File: src/display_consts.svh
// Frame geometry and address widths of the display frame store
`ifndef DISPLAY_CONSTS_SVH
`define DISPLAY_CONSTS_SVH

// Reduced frame size
`define DISPLAY_WIDTH 32
`define DISPLAY_HEIGHT 16
`define DISPLAY_PIXELS (`DISPLAY_WIDTH * `DISPLAY_HEIGHT)

// Pixel address is {half, word address, pixel in word}
`define DISPLAY_PIXEL_ADDRESS_BITS 9
`define DISPLAY_PIXEL_BITS 4

// Eight pixels per RAM word
`define DISPLAY_WORD_BITS 32
`define DISPLAY_WORD_ADDRESS_BITS 5

`endif
File: src/display_scanner.sv
// Raster scanner for the shown buffer
// Free-running read addresses, valid and frame start aligned to the data
`timescale 1ns/1ns
`include "display_consts.svh"

module display_scanner (
    input  logic clock_in,
    input  logic reset_n_in,
    output logic [`DISPLAY_PIXEL_ADDRESS_BITS-1:0] read_address,
    input  logic [`DISPLAY_PIXEL_BITS-1:0] read_data,
    output logic [`DISPLAY_PIXEL_BITS-1:0] pixel_out,
    output logic pixel_valid,
    output logic frame_start
);

// Matches the read latency of the frame buffers
localparam int PIPELINE_DEPTH = 3;

logic [PIPELINE_DEPTH-1:0] valid_delay;
logic [PIPELINE_DEPTH-1:0] frame_delay;

always_ff @(posedge clock_in) begin
    if (!reset_n_in) begin
        read_address <= '0;
        valid_delay <= '0;
        frame_delay <= '0;
    end else begin
        if (read_address == `DISPLAY_PIXELS - 1) begin
            read_address <= '0;
        end else begin
            read_address <= read_address + 1'b1;
        end

        valid_delay <= {valid_delay[PIPELINE_DEPTH-2:0], 1'b1};
        frame_delay <= {frame_delay[PIPELINE_DEPTH-2:0], read_address == '0};
    end
end

assign pixel_out = read_data;
assign pixel_valid = valid_delay[PIPELINE_DEPTH-1];
assign frame_start = frame_delay[PIPELINE_DEPTH-1];

endmodule

File: config.mk
export PLATFORM = sky130hd
export DESIGN_NAME = display_scanner
export DESIGN_NICKNAME = d
export VERILOG_FILES = /design/src/display_scanner.sv
export VERILOG_INCLUDE_DIRS = /design/src /design/src/src
export SDC_FILE = /design/constraint.sdc
export NUM_CORES = 1
export LEC_CHECK = 0
export BUFFER_PORTS_ARGS = -buffer_cell sky130_fd_sc_hd__buf_2
export CORE_MARGIN = 4
export CORE_UTILIZATION = 40
export CTS_CLUSTER_DIAMETER = 100
export DETAILED_ROUTE_END_ITERATION = 16
export GPL_ROUTABILITY_DRIVEN = 0
export PLACE_DENSITY = 0.69
export SYNTH_ARGS = -nofsm -noshare
export SYNTH_HDL_FRONTEND = slang
export SYNTH_SLANG_ARGS = --single-unit
File: constraint.sdc
create_clock -name clock_in -period 1.2 [get_ports clock_in]
set_input_delay 0.18 -clock clock_in [delete_from_list [all_inputs] [get_ports clock_in]]
set_output_delay 0.18 -clock clock_in [all_outputs]
set_load 0.02 [all_outputs]
* After elaboration in Yosys (flattened, before gate mapping)
Cells that the tools add are included.
** Operators by class
- Add/subtract/negate cells :: 1
- Equal/unequal tests :: 1
- Muxes and demuxes :: 1
- Bitwise gates (word level) :: 1
- Reduce and logical (&&, ||, !) cells :: 2
** Operator list (number)
- adder 9 x 1 -> 9 bit (second input constant) :: 1
- equality test 9 bit (second input constant) :: 1
- zero test 9 bit :: 1
- OR reduction 2 bit :: 1
- two-way mux 1 bit :: 1
- NOT 1 bit :: 1
** Storage, ports and cells
- Bits in registers :: 15
- Output and inout bits :: 15
- Logic and storage cells :: 10

* Longest topological paths before layout
- Depth in word-level cells :: 2
- Mapped depth :: 6
- Depth with buffers taken out :: 6

* Worst setup path after synthesis
Ideal clock, no wire load.
- Path kind :: flip-flop to flip-flop
- Start point :: register read_address[0]
- End point :: register read_address[2]
- Setup time :: 0.121 ns
- Arrival :: 1.344 ns
- Slack :: -0.265 ns
- Stages on the path, launching flop included :: 7
- Buffers on the path :: 0
- Period minus slack after synthesis :: 1.465 ns
- Cell sequence :: dfxtp_1 > ha_1 > nand3_1 > nor2_1 > ha_1 > nand2b_1 > nor2_1
** On the way
- Longest elaborated chain between the ends :: 2
** RTL lines
- from (decl) :: line display_scanner.sv:9 : output logic [`DISPLAY_PIXEL_ADDRESS_BITS-1:0] read_address,
- from (signal assigned) :: line display_scanner.sv:31 : read_address <= read_address + 1'b1;
- parallel branches: the longest is 2 deep, another holds adder 9 x 1 -> 9 bit
Parallel ways; which one is timed is not known.
A chain may end at the register's enable or synchronous reset.

* Worst setup path after layout
- Start point :: register read_address[0]
- End point :: register read_address[3]
Same word-level chain as after synthesis.

==> impl_metrics.tcl <==
set metrics [dict create \
    drv_cap 0 \
    die_w_microns 46.30 \
    grt_util_all_layers_pct 10.81 \
    dp_slack_ps 10.07 \
    crit_fanout 7 \
    finalSetupViolCount 0 \
    min-delay-start "reset_n_in" \
    slowest_stage "dfxtp_4" \
    slew_violations 0 \
    hold_class "in -> reg" \
    via_per_inst 4.868 \
    power_density_nw_per_um2 1201 \
    worstPathArrival_ps 1370 \
    finalCritPeriodShare_pct 99.17 \
    num_antenna_cells 0 \
    drive_above_1_share_pct 46.05 \
    h-tree-depth 1 \
    grt_pass1_wl_microns 1607 \
    p_total_w 0.0008955 \
    hold_viol_final 0 \
    p_leak_nw 0.3275 \
    overflow 0 \
    synth_cells 59 \
    rsz0062_at_grt "yes" \
    rows 13 \
    drt-total-wl_microns 996 \
    vias 443 \
    skew_ps 2.393 \
    min_period_ps 1190 \
    syn_nets 68 \
    nets 86 \
    area_growth_syn_to_layout_pct 27.08 \
    initial_core_util_pct 44.00 \
    cts.sinks 15 \
    timing.fmax_mhz 840.3 \
    final_util_pct 55.91 \
    syn_avg_cell_area_sq_um 9.946 \
    route.detailed.drc 0 \
    antenna_found_initial 0 \
    yosys_warnings 0 \
    critPathCaptureType "flip-flop" \
    cts_tree "built" \
    dr.pass1.iters 4 \
    numCtsBuffers 3 \
    yosysUniqueCellTypes 20 \
    port_buffers 12 \
    ant_nets 0 \
    insertion_delay_ps 280 \
    max-slew-margin-rel_pct 82.66 \
    netlist_area_sq_um 586.8 \
    grt_pass1_vias 366 \
    critPathKind "reg -> reg" \
    top_level_ports 21 \
    drt_iter0_markers 4 \
    worstPathRequired_ps 1380 \
    core_sq_um 1334 \
    hold_ws_ps 102.3 \
    critPathMaxStageDelay_ps 370 \
    status "completed" \
    cp_cell_sequence "ha_4 -> nand3_2 -> nor2_2 -> ha_2 -> nand2b_4 -> nor2_1" \
    path_clk_slew_ps 90 \
    yosysSeqAreaShare_pct 51.17 \
    setup_slack_ps 9.936 \
    grt_start_max_net_pins 10 \
    synth-seq-cells 15 \
    dieArea_sq_um 2144 \
    worstSetupStartpoint "read_address[0]$_SDFF_PP0_" \
    worstMarginPinSlew_ps 257.7 \
    r2r_start "read_address[0]$_SDFF_PP0_" \
    clock_path_buffers 2 \
    startpoint_type "flip-flop" \
    clockRootBuffer "clkbuf_4" \
    fp.dieH_microns 46.30 \
    peakVddDrop_uv 780.5 \
    wire_per_inst_microns 10.95 \
]
-- repair_timing --
item / CTS / global route
endpoints found under the setup margin: 1 / 10
pin swaps: 0 / 3
gates resized for setup: 0 / 5
setup buffers: 1 / 2
hold buffers: 0 / 0
-- through the flow --
| stage | instances | TNS [ps] | instance area (sq um) |
|---|---|---|---|
| floorplan | 59 | 0 | 618.1 |
| global placement | 84 | 0 | 681.9 |
| detailed placement | 84 | 0 | 681.9 |
| CTS | 89 | 0 | 716.9 |
| global route | 91 | -496.6 | 745.7 |
| finish | 91 | 0 | 745.7 |
-- per-layer routing --
metal | track usage, % | share of wire (%) | vias up
li1 | - | - | 230
met1 | 13.35 | 44 | 196
met2 | 15.38 | 45 | 15
met3 | 6.641 | 9.8 | 2
met4 | 3.409 | 0.60 | 0
met5 | 0 | 0 | -
-- power breakdown --
| group | switching, W | leakage [nW] | internal (W) |
|---|---|---|---|
| logic | 0.0000442 | 0.184 | 0.0000402 |
| clock network | 0.000155 | 0.0177 | 0.000124 |
| registers | 0.0000143 | 0.126 | 0.000519 |
| total | 0.000213 | 0.327 | 0.000682 |
-- registers in the layout, summed over array words and instances (netlist names) --
signal / flops
read_address: 9
frame_delay: 3
valid_delay: 3
-- cell usage after synthesis --
master / number / area (sq um)
dfxtp_1: 15 / 300.3
and2_1: 6 / 37.54
nor2_1: 5 / 18.77
buf_4: 4 / 30.03
a21oi_1: 3 / 15.01
ha_1: 3 / 37.54
nand3_1: 3 / 15.01
o21ai_0: 3 / 15.01
or3_1: 3 / 18.77
inv_1: 2 / 7.510
nand2_1: 2 / 7.510
xor2_1: 2 / 17.52
nand2b_1: 1 / 6.260
nand3_2: 1 / 10.01
nand3b_1: 1 / 7.510
nand4_2: 1 / 12.51
nor2b_1: 1 / 6.260
nor4_1: 1 / 6.260
nor4b_1: 1 / 8.760
xnor2_1: 1 / 8.760
-- path summary, 6_finish.rpt --
path,end,depth (start not counted),slack (ps)
worst max-delay path,read_address[3]$_SDFF_PP0_,6,10
worst min register to register,valid_delay[1]$_SDFF_PN0_,1,440
worst min-delay path,valid_delay[0]$_DFF_P_,1,100
worst max register to register,read_address[3]$_SDFF_PP0_,6,10
-- cell usage in the layout, fill, tap and decap left out, types with 3 or more instances in the layout --
cell type	netlist	final
clkbuf_4	0	3
dfxtp_1	15	9
buf_2	0	12
buf_4	4	5
dfxtp_2	0	4
o21ai_0	3	3
a21oi_1	3	3
or3_1	3	3
nor2_1	5	4
and2_1	6	5
-- cell type report --
cell class / count / area (sq um)
clock buffers: 3 / 22.52
clock inverters: 1 / 5.005
fillers: 128 / 588.1
inverters: 2 / 7.507
multi-input cells: 38 / 281.5
flip-flops and latches: 15 / 312.8
well taps: 15 / 18.77
repair buffers: 17 / 97.59
-- worst max-delay path: cells and delay by family (launching register included) --
kind | cells | cell delay (ps)
fa+ha+maj | 2 | 320
flops | 1 | 370
simple gates | 4 | 400
-- logic make-up after synthesis --
group / synth area share, %
DFF: 51.17
and+or+nand+nor: 26.44
buffers and inverters: 6.397
xor gates and xnor gates: 4.478
AOI/OAI and AO/OA: 5.116
adders and majority gates: 6.397
No activity file was read; power rests on OpenSTA's default activity.
