--- src/display_consts.svh ---
// Frame geometry and address widths of the display frame store
`ifndef DISPLAY_CONSTS_SVH
`define DISPLAY_CONSTS_SVH

// Reduced frame size
`define DISPLAY_WIDTH 32
`define DISPLAY_HEIGHT 16
`define DISPLAY_PIXELS (`DISPLAY_WIDTH * `DISPLAY_HEIGHT)

// Pixel address is {half, word address, pixel in word}
`define DISPLAY_PIXEL_ADDRESS_BITS 9
`define DISPLAY_PIXEL_BITS 4

// Eight pixels per RAM word
`define DISPLAY_WORD_BITS 32
`define DISPLAY_WORD_ADDRESS_BITS 5

`endif
--- src/display_pkg.sv ---
// Shared types for the double-buffered display frame store
// Buffer selection, drawing opcodes and drawer states
package display_pkg;

// Buffer that the scanner is currently showing
typedef enum logic {
    BUFFER_A,
    BUFFER_B
} buffer_select_t;

// Commands accepted by the pixel drawer
typedef enum logic [1:0] {
    DRAW_PIXEL,
    DRAW_FILL,
    DRAW_SWAP
} draw_opcode_t;

// Drawer sequencing
typedef enum logic [1:0] {
    DRAW_IDLE,
    DRAW_FILLING,
    DRAW_SWAPPING
} draw_state_t;

endpackage

--- src/pixel_write_if.sv ---
// Pixel write link from the drawer to the frame buffers
// Also carries the buffer swap request
`timescale 1ns/1ns
`include "display_consts.svh"

interface pixel_write_if;

logic write_enable;
logic [`DISPLAY_PIXEL_ADDRESS_BITS-1:0] write_address;
logic [`DISPLAY_PIXEL_BITS-1:0] write_data;

// Level, a rising edge asks for a swap
logic switch_request;

modport drawer (
    output write_enable, write_address, write_data, switch_request
);

modport buffers (
    input write_enable, write_address, write_data, switch_request
);

endinterface

--- src/pixel_drawer.sv ---
// Drawing command sequencer
// Turns single pixel, fill and swap commands into back buffer writes
`timescale 1ns/1ns
`include "display_consts.svh"

module pixel_drawer import display_pkg::*; (
    input  logic clock_in,
    input  logic reset_n_in,
    input  logic command_valid,
    input  draw_opcode_t command_opcode,
    input  logic [`DISPLAY_PIXEL_ADDRESS_BITS-1:0] command_address,
    input  logic [`DISPLAY_PIXEL_BITS-1:0] command_color,
    output logic command_busy,
    pixel_write_if.drawer write_port
);

draw_state_t state;
logic [`DISPLAY_PIXEL_ADDRESS_BITS-1:0] fill_counter;
logic [`DISPLAY_PIXEL_BITS-1:0] fill_color;
logic swap_hold;
logic command_accept;

// Strobes that arrive while busy are dropped
assign command_accept = command_valid && !command_busy;

always_ff @(posedge clock_in) begin
    if (!reset_n_in) begin
        state <= DRAW_IDLE;
        command_busy <= 1'b0;
        fill_counter <= '0;
        swap_hold <= 1'b0;
        write_port.write_enable <= 1'b0;
        write_port.switch_request <= 1'b0;
    end else begin
        write_port.write_enable <= 1'b0;
        case (state)
            DRAW_IDLE: begin
                command_busy <= 1'b0;
                if (command_accept) begin
                    case (command_opcode)
                        DRAW_PIXEL: begin
                            write_port.write_enable <= 1'b1;
                        end
                        DRAW_FILL: begin
                            state <= DRAW_FILLING;
                            command_busy <= 1'b1;
                            fill_counter <= '0;
                        end
                        DRAW_SWAP: begin
                            state <= DRAW_SWAPPING;
                            command_busy <= 1'b1;
                            swap_hold <= 1'b0;
                            write_port.switch_request <= 1'b1;
                        end
                        default: begin
                            command_busy <= 1'b0;
                        end
                    endcase
                end
            end

            // One write per cycle over the whole frame
            DRAW_FILLING: begin
                write_port.write_enable <= 1'b1;
                fill_counter <= fill_counter + 1'b1;
                if (fill_counter == `DISPLAY_PIXELS - 1) begin
                    state <= DRAW_IDLE;
                end
            end

            // Request held for two cycles
            DRAW_SWAPPING: begin
                swap_hold <= 1'b1;
                if (swap_hold) begin
                    state <= DRAW_IDLE;
                    command_busy <= 1'b0;
                    write_port.switch_request <= 1'b0;
                end
            end

            default: begin
                state <= DRAW_IDLE;
            end
        endcase
    end
end

always_ff @(posedge clock_in) begin
    if (state == DRAW_FILLING) begin
        write_port.write_address <= fill_counter;
        write_port.write_data <= fill_color;
    end else if (command_accept) begin
        write_port.write_address <= command_address;
        write_port.write_data <= command_color;
        fill_color <= command_color;
    end
end

// Pixel writes never overlap a swap request
assert property (@(posedge clock_in) disable iff (!reset_n_in)
    write_port.switch_request |-> !write_port.write_enable)
    else $error("Pixel write issued during a swap request");

endmodule

--- src/flat_wrapper.sv ---
// flat-port wrapper written by rule: the top's interface ports become plain ports
module pixel_drawer_flat import display_pkg::*;
  (clock_in, reset_n_in, command_valid, command_opcode, command_address, command_color, command_busy, write_port_write_enable, write_port_write_address, write_port_write_data, write_port_switch_request);
  pixel_write_if write_port_i ();
  input  logic clock_in;
  input  logic reset_n_in;
  input  logic command_valid;
  input  draw_opcode_t command_opcode;
  input  logic [`DISPLAY_PIXEL_ADDRESS_BITS-1:0] command_address;
  input  logic [`DISPLAY_PIXEL_BITS-1:0] command_color;
  output logic command_busy;
  output wire logic [$bits(write_port_i.write_enable)-1:0] write_port_write_enable;
  output wire logic [$bits(write_port_i.write_address)-1:0] write_port_write_address;
  output wire logic [$bits(write_port_i.write_data)-1:0] write_port_write_data;
  output wire logic [$bits(write_port_i.switch_request)-1:0] write_port_switch_request;
  assign write_port_write_enable = write_port_i.write_enable;
  assign write_port_write_address = write_port_i.write_address;
  assign write_port_write_data = write_port_i.write_data;
  assign write_port_switch_request = write_port_i.switch_request;
  pixel_drawer u_core (.clock_in(clock_in), .reset_n_in(reset_n_in), .command_valid(command_valid), .command_opcode(command_opcode), .command_address(command_address), .command_color(command_color), .command_busy(command_busy), .write_port(write_port_i));
endmodule
--- config.mk ---
export PLATFORM = sky130hd
export DESIGN_NAME = pixel_drawer_flat
export DESIGN_NICKNAME = d
export VERILOG_FILES = /design/src/display_pkg.sv /design/src/pixel_write_if.sv /design/src/pixel_drawer.sv /design/src/flat_wrapper.sv
export VERILOG_INCLUDE_DIRS = /design/src /design/src/src
export SDC_FILE = /design/constraint.sdc
export NUM_CORES = 1
export LEC_CHECK = 0
export ABC_AREA = 1
export ABC_CLOCK_PERIOD_IN_PS = 3400
export BUFFER_PORTS_ARGS = -buffer_cell sky130_fd_sc_hd__buf_2
export CAP_MARGIN = 20
export CELL_PAD_IN_SITES_DETAIL_PLACEMENT = 0
export CELL_PAD_IN_SITES_GLOBAL_PLACEMENT = 1
export CORE_ASPECT_RATIO = 0.6
export CORE_MARGIN = 1.5
export CORE_UTILIZATION = 42
export CTS_CLUSTER_DIAMETER = 40
export CTS_CLUSTER_SIZE = 14
export DETAILED_ROUTE_END_ITERATION = 8
export HOLD_SLACK_MARGIN = 0.03
export MAX_ROUTING_LAYER = met4
export PLACE_DENSITY_LB_ADDON = 0.1
export SETUP_SLACK_MARGIN = 0.4
export SYNTH_ARGS = -nofsm -noshare
export SYNTH_HDL_FRONTEND = slang
export SYNTH_SLANG_ARGS = --single-unit
--- constraint.sdc ---
create_clock -name clock_in -period 3.4 [get_ports clock_in]
set_input_delay 0.51 -clock clock_in [delete_from_list [all_inputs] [get_ports clock_in]]
set_output_delay 0.51 -clock clock_in [all_outputs]
set_load 0.01 [all_outputs]
## Word-level counts from Yosys, hierarchy flattened

Cells that the tools add are included.

- Flip-flop bits (word level): 32
- Input bits: 18
- Output and inout bits: 16
- Word-level logic and storage cells: 61

- Add/sub/neg operators: 1
- Equality and inequality tests: 11
- Multiplexer cells: 25
- Bitwise operators: 1
- Reductions and logical operators: 14

Operators with widths:

| cell | count |
|---|---|
| 2-to-1 mux 9 bit | 4 |
| one-hot mux 9 bit (2 select lines) | 1 |
| adder 9 x 1 -> 9 bit, second input constant | 1 |
| equality test 9 bit, second input constant | 1 |
| 2-to-1 mux 1 bit | 9 |
| 2-to-1 mux 4 bit | 2 |
| one-hot mux 1 bit (2 select lines) | 4 |
| AND reduction 4 bit | 2 |
| 2-to-1 mux 2 bit | 3 |
| inequality test 2 x 1 -> 1 bit, second input constant | 3 |
| one-hot mux 2 bit (3 select lines) | 1 |
| AND reduction 3 bit | 2 |
| nonzero test 2 bit | 3 |
| equality test 2 x 1 -> 1 bit, second input constant | 2 |
| equality test 2 bit, second input constant | 2 |
| logical NOT 2 bit | 2 |
| inequality test 2 bit, second input constant | 2 |
| one-hot mux 2 bit (2 select lines) | 1 |
| AND reduction 2 bit | 2 |
| inequality test 3 bit, second input constant | 1 |
| OR reduction 2 bit | 1 |
| logical AND 1 bit | 1 |
| logical NOT 1 bit | 1 |
| NOT 1 bit | 1 |

## Depth between registers and ports, before layout

Gate-level depths: netlist (run 1).

- Word-level depth: 5
- Depth in mapped cells: 11
- Depth with buffers taken out: 11

## Least setup slack after synthesis (run 1)

No wires, ideal clock.

- Kind: reg-to-reg
- From: reg u_core.fill_counter[1]
- To: reg u_core.state[1]
- Library setup time: 0.113 ns
- Arrival time: 1.409 ns
- Data required time: 3.287 ns
- Setup slack: 1.878 ns
- Cell stages (with the launch flop): 12
- Buffers on the path: 0
- Clock period less this slack: 1.522 ns
- Cell sequence: dfxtp_1 -> ha_1 -> nand3_1 -> nor4_1 -> ha_1 -> inv_1 -> nand2_1 -> nand2_1 -> nor2_1 -> nand2_1 -> nand2_1 -> nor2_1

- Word-level cells in the longest chain between the ends: 3

RTL lines:

| element | RTL line | source |
|---|---|---|
| start: declaration | pixel_drawer.sv:18 | `` logic [`DISPLAY_PIXEL_ADDRESS_BITS-1:0] fill_counter; `` |
| start signal: assignment | pixel_drawer.sv:65 | `fill_counter <= fill_counter + 1'b1;` |
| equality test 9 bit | pixel_drawer.sv:66 | `` if (fill_counter == `DISPLAY_PIXELS - 1) begin `` |
| inequality test 2 x 1 -> 1 bit (no line) | - |  |
| AND reduction 4 bit (no line) | - |  |
| end signal: assignment | pixel_drawer.sv:67 | `state <= DRAW_IDLE;` |
| end signal: assignment | pixel_drawer.sv:75 | `state <= DRAW_IDLE;` |
| end signal: assignment | pixel_drawer.sv:82 | `state <= DRAW_IDLE;` |
| end: declaration | pixel_drawer.sv:17 | `draw_state_t state;` |

Every way passes these cells.
A chain may end at the register's enable or synchronous reset.

## Worst setup path after layout (run 1)

- From: reg u_core.state[0]
- To: reg u_core.write_port.write_address[3] (enable)

- Word-level cells in the longest chain between the ends: 2

RTL lines:

| element | RTL line | source |
|---|---|---|
| start signal: assignment | pixel_drawer.sv:28 | `state <= DRAW_IDLE;` |
| start signal: assignment | pixel_drawer.sv:45 | `state <= DRAW_FILLING;` |
| start signal: assignment | pixel_drawer.sv:50 | `state <= DRAW_SWAPPING;` |
| equality test 2 x 1 -> 1 bit | pixel_drawer.sv:89 | `if (state == DRAW_FILLING) begin` |
| nonzero test 2 bit (no line) | - |  |
| end signal: assignment | pixel_drawer.sv:90 | `write_port.write_address <= fill_counter;` |
| end signal: assignment | pixel_drawer.sv:93 | `write_port.write_address <= command_address;` |
| end: declaration | pixel_write_if.sv:16 | `output write_enable, write_address, write_data, switch_request` |

Every way passes these cells.

==> reports/qor.yml, run 1 <==
timing:
  hold_violations: 0
  worst_pin_slew_ns: 0.603
  skew_ns: 0.00318
  tns_ns: 0
  period_minus_slack_ns: 2.08
  slew-limit-headroom: 0.597
  drv_slew: 0
  setup_viol: 0
  fin_crit_sh: 0.612
  rsz0062_at_grt: "no"
  clock.fmax_mhz: 481
placement:
  dp_hpwl_um: 2250
  dpl_cell_area_um2: 1730
  place_congestion: 0.851
  port_buffers: 33
clock_network:
  cts_tree: "done"
  clkSinkCount: 32
  post_cts_buffers: 0
  cts-root-buf: "clkbuf_8"
  clk_latency_ns: 0.28
  post_cts_resized: 0
  cts.clk_slew.worst_paths_ns: 0.07
  htree_num_levels: 2
  ctsHoldBuffers: 0
  clockBufferDepth: 2
  cts_buffers: 5
global_route:
  grt_pass1_vias: 1164
  grt_max_degree: 27
  grt_pass1_wl_um: 5180
  grt_util_all_layers: 0.179
  overflow: 0
  antenna_found_initial: 0
critical_path:
  critPathArrivalTime_ns: 2.00
  critPathLaunchType: "flip-flop"
  end_kind: "flip-flop"
  reg2reg_depth: 4
  r2r-start: "u_core.state[0]"
  cp_top_family: "simple AND/OR/NAND/NOR gates"
  r2r_end: "u_core.write_port.write_address[3]"
  critical_path_class: "flip-flop to flip-flop"
  critPathSlowestCell: "nand2_1"
  cp_max_fo: 26
  cp_num_buf_inv: 2
  crit_path_max_incr_delay_ns: 0.55
  crit_chain: "inv_1, nor2_4, inv_2, nand2_1"
  required_ns: 3.32
  reg2reg_slack_ns: 1.32
drt:
  detail-route-antenna-nets: 0
  via_count: 1293
  vias_per_cell: 4.88
  wire_per_inst_um: 11.7
  initialDrtViolationCount: 76
  dr.pass1.iters: 4
  drc: 0
  totalWireLength_um: 3110
synthesis:
  ys_warn_count: 0
  syn_area_um2: 1530
  yosysSeqAreaShare: 0.529
  synth_cell_types: 25
  synth_fp_nets: 206
  synth_top_area_cell: "edfxtp_1"
  postSynthCellCount: 183
  synth.top_cell.area_share: 0.333
  avgSynthCellArea_um2: 8.38
  ys_top_cells_by_area: "edfxtp_1, dfxtp_1, nand2_1, nand3_1, nor2_1"
  ys_ff_latch: 32
min_path:
  min_path_cells: 1
  worst_hold_startpoint: "command_color[2]"
  holdCritPathClass: "input pin to flip-flop"
  hold_end: "u_core.fill_color[2]"
floorplan:
  pin_count: 34
  die_y_um: 49.8
  core_um2: 3360
  start_util: 0.456
  die-area_um2: 4040
  rows: 16
  die_x_um: 81.0
cells_and_area:
  area_growth_pct: 17.9
  fin_nets: 242
  drive_above_1_share: 0.223
  stdcell_area_um2: 1810
  fill_cells: 328
  antenna_cells: 0
run_status:
  status: "finished clean"
power_and_ir_drop:
  leakage_uw: 0.000800
  powerDensity_nw_per_um2: 683
  ir_drop_uv: 363
job:
  maxCapViolCount: 0
[sequential cells by signal, summed over array words and instances (netlist names)]
name and flops:
u_core.swap_hold 1, u_core.fill_counter 9, u_core.write_port.write_enable 1, u_core.write_port.write_address 9, u_core.command_busy 1, u_core.write_port.switch_request 1
u_core.fill_color 4, u_core.write_port.write_data 4, u_core.state 2
[where the power goes]
part	internal [uW]	switching, uW
Clock	139	139
Combinational	122	279
Sequential	517	39.1
[layout make-up]
class,instances,area (um2),area share
Tap cell,45,56.3,0.0311
Timing Repair Buffer,33,165,0.0913
Multi-Input combinational cell,127,619,0.342
Inverter,20,75.1,0.0415
Clock buffer,5,68.8,0.0380
Clock inverter,3,13.8,0.00761
Sequential cell,32,811,0.448
[per-layer routing]
layer / GRT usage / vias up / wire, um
li1: - / 675 / -
met1: 0.237 / 559 / 1540
met5: - / - / 0
met3: 0.0630 / 8 / 299
met2: 0.249 / 51 / 1220
met4: 0.0690 / 0 / 47
[cells in the mapped netlist]
master / n
nor3_1: 1
nand2_1: 53
ha_1: 5
o21ai_1: 2
clkinv_1: 1
buf_6: 1
inv_1: 18
inv_2: 1
dfxtp_1: 15
nand3_1: 21
nor4_1: 1
nor2_4: 1
a21oi_1: 10
o2111ai_1: 1
edfxtp_1: 17
buf_4: 1
nand3_2: 1
nand2_2: 2
o21ai_2: 3
nand4_1: 2
or2_2: 1
nor2_1: 19
o21ai_0: 3
o21a_1: 1
buf_2: 2
[worst register-to-register path, cell delays in order, from the launching register on]
cell	delay, ns
dfxtp_1	0.38
inv_1	0.11
nor2_4	0.37
inv_2	0.31
nand2_1	0.55
[metrics by stage]
stage                     std cells   util  setup WS [ns]  hold slack (ns)  power (uW)
after floorplan                 183      -           1.88            0.462         854
after global placement          257  0.513           1.33            0.456         962
after detailed placement        257  0.513           1.28            0.462         966
after CTS                       265  0.538           1.27            0.415        1250
after global routing            265  0.538           1.12            0.417        1330
final                           265  0.538           1.32            0.419        1240
[worst max-delay path by stage]
stage | from | endpoint | slack, ns | cells past startpoint
2_1_floorplan | u_core.fill_counter[1] | u_core.state[1] | 1.88 | 11
3_3_place_gp | u_core.state[0] | u_core.write_port.write_address[3] | 1.33 | 4
3_5_place_dp | u_core.state[0] | u_core.write_port.write_address[4] | 1.28 | 4
4_1_cts | u_core.state[0] | u_core.write_port.write_address[3] | 1.27 | 4
5_1_grt | u_core.state[0] | u_core.write_port.write_enable | 1.12 | 6
6_report | u_core.state[0] | u_core.write_port.write_address[3] | 1.32 | 4
[placed cells by master (no fill, tap or decap), types with 5 or more instances in the layout]
cell type and instances:
ha_1 5, dfxtp_1 15, edfxtp_1 17, nand3_1 21
nand2_1 53, buf_2 33, inv_1 18, clkbuf_8 5
nor2_1 19, a21oi_1 10
[cells by family after synthesis]
| kind of cell | count (synthesis) | synth area share |
|---|---|---|
| buffers and inverters | 24 | 0.0677 |
| AO/OA/AOI/OAI | 20 | 0.0767 |
| flip-flops | 32 | 0.529 |
| adder cells (fa/ha/maj) | 5 | 0.0408 |
| AND/OR/NAND/NOR | 102 | 0.286 |
(Power assumes the default switching activity.)
==> run 2, diff against run 1 <==
Settings changed: ABC_CLOCK_PERIOD_IN_PS 3400 to 1800, CORE_UTILIZATION 42 to 35.
Clock period 3.4 ns to 1.8 ns, I/O delays scaled along.
==> run 2 against run 1 <==
Sequential power up 89%. Clock power up 150%. Wire length up 15%. Critical path depth up 7. Combinational power up 120%. Via count up 3.5%. Non-clock buffer count up 7. Maximum frequency up 36%. Total power up 110%. Flip-flop and latch count unchanged. First-iteration DRC count up 9.2%. Largest power group unchanged.
==> reports/qor.yml, run 2 (synthesis gave the netlist of run 1 again) <==
drt:
  drc: 0  # unchanged
  via_count: 1338  # was 1293
  m1WireLength_um: 1920  # was 1540 um
  vias_per_cell: 4.66  # was 4.88
  totalWireLength_um: 3570  # was 3110 um
  route.met2.wl_um: 1400  # was 1220 um
  initialDrtViolationCount: 83  # was 76
  detail-route-antenna-nets: 0  # unchanged
  wl_met3_um: 198  # was 299 um
  dr.pass1.iters: 4  # unchanged
  top_layer: "met4"  # unchanged
  wire_per_inst_um: 12.4  # was 11.7 um
placement:
  post-place-cells: 274  # was 257
  port_buffers: 33  # unchanged
  dpl_cell_area_um2: 1790  # was 1730 um2
  place_congestion: 0.866  # was 0.851
  dp_hpwl_um: 2540  # was 2250 um
  post-place-ws_ns: 0.173  # was 1.28 ns
critical_path:
  end_kind: "flip-flop"  # unchanged
  path_depth: 11  # was 4
  cp_top_family: "simple AND/OR/NAND/NOR gates"  # unchanged
  required_ns: 1.99  # was 3.32 ns
  crit_chain: "ha_4, nand3_4, nor4_4, ha_2, inv_1, nand2_1, nand2_2, nor2_2, nand2_1, nand2_1, nor2_1"  # was inv_1, nor2_4, inv_2, nand2_1
  cp_max_fo: 5  # was 26
  crit_path_max_incr_delay_ns: 0.36  # was 0.55 ns
  critical_path_class: "flip-flop to flip-flop"  # unchanged
  cp_num_buf_inv: 1  # was 2
  crit_top_cell: "nand2_1"
  critPathLaunchType: "flip-flop"  # unchanged
  critPathArrivalTime_ns: 1.72  # was 2.00 ns
  reg2reg_depth: 11  # was 4
  critPathSlowestCell: "dfxtp_4"  # was nand2_1
timing:
  setup_viol: 0  # unchanged
  hold_violations: 0  # unchanged
  worst_pin_slew_ns: 0.331  # was 0.603 ns
  fin_crit_sh: 0.851  # was 0.612
  slew-limit-headroom: 0.778  # was 0.597
  rsz0062_at_grt: "yes"  # was no
  skew_ns: 0.00431  # was 0.00318 ns
  period_minus_slack_ns: 1.53  # was 2.08 ns
  clock.fmax_mhz: 653  # was 481 MHz
  setup_ws_ns: 0.268  # was 1.32 ns
  drv_slew: 0  # unchanged
  tns_ns: 0  # unchanged
clock_network:
  clockBufferDepth: 2  # unchanged
  clk_latency_ns: 0.28  # about the same
  clkSinkCount: 32  # unchanged
  cts_buffers: 5  # unchanged
  cts_tree: "done"  # unchanged
  cts.clk_slew.worst_paths_ns: 0.07  # about the same
  htree_num_levels: 2  # unchanged
  cts-root-buf: "clkbuf_8"  # unchanged
floorplan:
  die_x_um: 88.5  # was 81.0 um
  start_util: 0.368  # was 0.456
  core_um2: 4170  # was 3360 um2
  die_y_um: 54.3  # was 49.8 um
  rows: 18  # was 16
  pin_count: 34  # unchanged
  die-area_um2: 4800  # was 4040 um2
cells_and_area:
  stdcell_count: 287  # was 265
  antenna_cells: 0  # unchanged
  reg_top3: "u_core.fill_counter x9, u_core.write_port.write_address x9"  # unchanged
  stdcell_area_um2: 1980  # was 1810 um2
  fill_cells: 434  # was 328
  layout_common_cells: "nand2_1, buf_2, nand3_1"  # was nand2_1, buf_2, nand3_1, nor2_1, inv_1
  seq_area_um2: 820  # was 811 um2
  multiInputGateArea_um2: 679  # was 619 um2
  area_growth_pct: 29.0  # was 17.9%
  mostFrequentLayoutCell: "nand2_1"  # unchanged
  final_core_util: 0.475  # was 0.538
  fin_nets: 249  # was 242
  drive_above_1_share: 0.313  # was 0.223
global_route:
  grt_util_all_layers: 0.176  # was 0.179
  antenna_found_initial: 0  # unchanged
  grt_max_degree: 22  # was 27
  grt_pass1_wl_um: 5880  # was 5180 um
  grt_pass1_vias: 1185  # was 1164
  overflow: 0  # unchanged
min_path:
  holdCritPathClass: "input pin to flip-flop"  # unchanged
  min_path_cells: 1  # unchanged
power_and_ir_drop:
  p_int_uw: 1690  # was 778 uW
  powerDensity_nw_per_um2: 1320  # was 683 nW/um2
  pwr-share-comb: 0.335  # was 0.325
  seq_power_share: 0.404  # was 0.450
  p_clk_frac: 0.262  # was 0.225
  power_switching_uw: 921  # was 458 uW
  leakage_uw: 0.000862  # was 0.000800 uW
  ir_drop_uv: 731  # was 363 uV
  switching_share: 0.352  # was 0.371
run_status:
  status: "finished clean"  # unchanged
job:
  maxCapViolCount: 0  # unchanged
## run 2: changes by cell type in the layout (fill, tap and decap cells not counted), moves of 2 or more
cell,change
ha_1,-2
nor2_1,-2
nand2_1,-3
dfxtp_1,-5
nand2_2,+2
nor2_2,+2
dfxtp_2,+4
buf_4,+6
## run 2: layout make-up
type / count / area share
clock buffers: 6 / 0.0367
clock inverters: 2 / 0.0177
inverters: 20 / 0.0380
multi-input cells: 127 / 0.343
flip-flops and latches: 32 / 0.414
well taps: 60 / 0.0380
repair buffers: 40 / 0.112
## run 2: worst register-to-register path: stages (launching register included)
cell and delay (ns):
dfxtp_4 0.36, ha_4 0.17, nand3_4 0.09, nor4_4 0.24, ha_2 0.20, inv_1 0.03, nand2_1 0.06, nand2_2 0.06
nor2_2 0.09, nand2_1 0.06, nand2_1 0.05, nor2_1 0.03
## run 2: power groups by stage
| stage | logic (uW) | clock network (uW) | registers, uW |
|---|---|---|---|
| 2_1_floorplan | 502 | 0 | 1120 |
| 3_3_place_gp | 802 | 0 | 1070 |
| 3_5_place_dp | 808 | 0 | 1070 |
| 4_1_cts | 858 | 695 | 1050 |
| 5_1_grt | 999 | 733 | 1080 |
| 6_report | 874 | 684 | 1050 |
## run 2: worst paths after layout
check	start	end	slack, ns
setup / recovery	u_core.fill_counter[1]	u_core.state[1]	0.27
hold / removal	command_color[2]	u_core.fill_color[2]	0.18
setup reg to reg	u_core.fill_counter[1]	u_core.state[1]	0.27
hold reg to reg	u_core.write_port.switch_request	u_core.write_port.switch_request	0.48
## run 2: layer usage
metal  GRT usage  up-vias
li1            -      687
met1       0.255      605
met2       0.229       41
met3      0.0528        5
met4      0.0625        0
met5           -        -
## run 2: through the flow
step	hold WS [ns]	total power, uW
6_report	0.175	2610
3_3_place_gp	0.450	1870
5_1_grt	0.166	2810
3_5_place_dp	0.466	1880
2_1_floorplan	0.369	1620
4_1_cts	0.167	2610
## run 2: repair_timing
action | CTS | global route
hold endpoints to repair | 0 | 0
hold buffers | 0 | 0
gates resized for setup | 8 | 5
pin swaps | 5 | 6
endpoints found under the setup margin | 28 | 24
setup buffers | 4 | 1
==> run 3, diff against run 2 <==
Settings changed: ABC_AREA 1 to 0, CAP_MARGIN 20 to 0, SLEW_MARGIN from default to 20.
==> run 3 against run 2 <==
The run now ends with design-rule violations left. Register-to-register slack improved by 0.19 ns. Global-route usage fell by 2.6 points. Worst setup slack improved by 0.19 ns. Total power is 33% lower. Sequential share of layout area grew 4.3 points. Critical path type unchanged. Critical endpoint is now u_core.fill_counter[5]. Largest power group unchanged. Highest routed layer unchanged.
==> reports/qor.yml, run 3 <==
clock_network:
  clk_latency_ns: 0.28  # about the same
  cts_buffers: 5  # unchanged
  htree_num_levels: 2  # unchanged
  clockBufferDepth: 2  # unchanged
  cts.clk_slew.worst_paths_ns: 0.07  # about the same
  cts-root-buf: "clkbuf_8"  # unchanged
  cts_tree: "done"  # unchanged
  clkSinkCount: 32  # unchanged
floorplan:
  rows: 17  # was 18
  die-area_um2: 4480  # was 4800 um2
  start_util: 0.377  # was 0.368
  die_x_um: 85.4  # was 88.5 um
  core_um2: 3790  # was 4170 um2
  pin_count: 34  # unchanged
  die_y_um: 52.5  # was 54.3 um
cells_and_area:
  final_core_util: 0.471  # was 0.475
  fin_nets: 210  # was 249
  drive_above_1_share: 0.282  # was 0.313
  mostFrequentLayoutCell: "nand2_1"  # unchanged
  layout_common_cells: "nand2_1, buf_2, edfxtp_1, nor2_1, dfxtp_1"  # was nand2_1, buf_2, nand3_1
  antenna_cells: 0  # unchanged
  area_growth_pct: 24.9  # was 29.0%
  reg_top3: "u_core.fill_counter x9, u_core.write_port.write_address x9"  # unchanged
critical_path:
  cp_max_fo: 6  # was 5
  end_kind: "flip-flop"  # unchanged
  critical_path_class: "flip-flop to flip-flop"  # unchanged
  critPathArrivalTime_ns: 1.54  # was 1.72 ns
  critPathLaunchType: "flip-flop"  # unchanged
  required_ns: 2.01  # was 1.99 ns
power_and_ir_drop:
  leakage_uw: 0.000795  # was 0.000862 uW
  ir_drop_uv: 254  # was 731 uV
  powerDensity_nw_per_um2: 981  # was 1320 nW/um2
synthesis:
  synth_cell_types: 34  # was 25
  avgSynthCellArea_um2: 9.64  # was 8.38 um2
  ys.flop_type: "edfxtp_1"  # unchanged
  ys_top_cells_by_area: "edfxtp_1, dfxtp_1, nand2_1, ha_1, nor2_1"  # was edfxtp_1, dfxtp_1, nand2_1, nand3_1, nor2_1
  synth_common_cells: "nand2_1, edfxtp_1, dfxtp_1, nor2_1"  # was nand2_1, nand3_1, nor2_1
  ys_warn_count: 0  # unchanged
  synth.top_cell.area_share: 0.358  # was 0.333
  syn_area_um2: 1430  # was 1530 um2
  synth_top_area_cell: "edfxtp_1"  # unchanged
  ys_ff_latch: 32  # unchanged
  synth_edf_count: 17  # unchanged
  async_flop_share: 0  # unchanged
  yosysSeqAreaShare: 0.568  # was 0.529
  yosysMostFrequentCell: "nand2_1"  # unchanged
  postSynthCellCount: 148  # was 183
  synth_fp_nets: 171  # was 206
drt:
  drc: 3  # was 0
  totalWireLength_um: 3010  # was 3570 um
  via_count: 1140  # was 1338
  detail-route-antenna-nets: 0  # unchanged
  wire_per_inst_um: 12.8  # was 12.4 um
  dr.pass1.iters: 6  # was 4
  initialDrtViolationCount: 48  # was 83
  vias_per_cell: 4.85  # was 4.66
timing:
  drv_slew: 0  # unchanged
  tns_ns: 0  # unchanged
  rsz0062_at_grt: "yes"  # unchanged
  period_minus_slack_ns: 1.34  # was 1.53 ns
  clock.fmax_mhz: 748  # was 653 MHz
  slew-limit-headroom: 0.783  # was 0.778
  hold_violations: 0  # unchanged
  fin_crit_sh: 0.743  # was 0.851
  setup_viol: 0  # unchanged
  skew_ns: 0.00805  # was 0.00431 ns
  worst_pin_slew_ns: 0.325  # was 0.331 ns
placement:
  place_congestion: 0.816  # was 0.866
  port_buffers: 33  # unchanged
  dp_hpwl_um: 2200  # was 2540 um
run_status:
  status: "finished, violations left"  # was finished clean
  failed_checks: "design-rule violations"
global_route:
  overflow: 0  # unchanged
  grt_pass1_wl_um: 4830  # was 5880 um
  grt_max_degree: 20  # was 22
  antenna_found_initial: 0  # unchanged
  grt_pass1_vias: 1041  # was 1185
  grt_util_all_layers: 0.151  # was 0.176
job:
  maxCapViolCount: 0  # unchanged
min_path:
  holdCritPathClass: "input pin to flip-flop"  # unchanged
run 3: cell count changes after synthesis, sizes merged, moves of 2 or more:
cell,change
nand3,-20
inv,-14
nand2,-11
a21oi,-7
nor2,-5
xor2,+5
nor2b,+3
a21boi,+2
and3,+2
and4,+2
clkbuf,+2
nand4,-2
run 3: final cells by class:
class,count,area [um2]
clock buffers,5,68.8
clock inverters,3,37.5
fillers,377,2000
inverters,5,18.8
multi-input cells,106,584
flip-flops and latches,32,815
well taps,47,58.8
repair buffers,37,199
run 3: report_power, final:
group	internal [uW]	switching (uW)
Combinational	91.0	134
Clock	403	258
Sequential	839	23.3
Total	1330	415
run 3: logic make-up (layout without fill, tap and decap cells):
| family | Yosys count | in the layout | share of synthesized area |
|---|---|---|---|
| buffers and inverters | 10 | 50 | 0.0281 |
| and+or+nand+nor | 78 | 78 | 0.249 |
| DFF | 32 | 32 | 0.568 |
| AOI/OAI and AO/OA | 18 | 18 | 0.0798 |
| adders and majority gates | 5 | 5 | 0.0439 |
| xor gates and xnor gates | 5 | 5 | 0.0307 |
run 3: worst paths after layout:
check	startpoint	endpoint	slack, ns	cells past startpoint
min	command_color[0]	u_core.fill_color[0]	0.18	1
max	u_core.state[1]	u_core.fill_counter[5]	0.46	4
max reg2reg	u_core.state[1]	u_core.fill_counter[5]	0.46	4
min reg2reg	u_core.fill_counter[0]	u_core.fill_counter[0]	0.48	1
run 3: repair_timing:
action | CTS | global route
setup endpoints to repair | 0 | 9
resized for setup | 0 | 8
hold buffers | 0 | 0
setup buffers | 0 | 0
run 3: worst max-delay path: stages, from the launching register on:
cell     delay [ns]
dfxtp_1        0.37
and4b_2        0.35
o21ai_2        0.08
or3_1          0.31
a21oi_1        0.15
run 3: through the flow:
stage | hold slack [ns] | cell area (um2) | cells | worst slack, ns | total power, uW
after floorplan | 0.369 | 1430 | 148 | 0.496 | 1010
after detailed placement | 0.470 | 1660 | 227 | 0.349 | 1100
after global routing | 0.176 | 1780 | 235 | 0.380 | 1840
final | 0.181 | 1780 | 235 | 0.462 | 1750
after global placement | 0.469 | 1660 | 227 | 0.402 | 1100
after CTS | 0.176 | 1770 | 235 | 0.401 | 1760
run 3: per-layer routing:
layer,global-route usage,vias up,part of all wire
li1,-,582,-
met1,0.202,528,0.53
met2,0.205,25,0.40
met3,0.0567,5,0.061
met4,0.0591,0,0.0090
met5,-,-,0
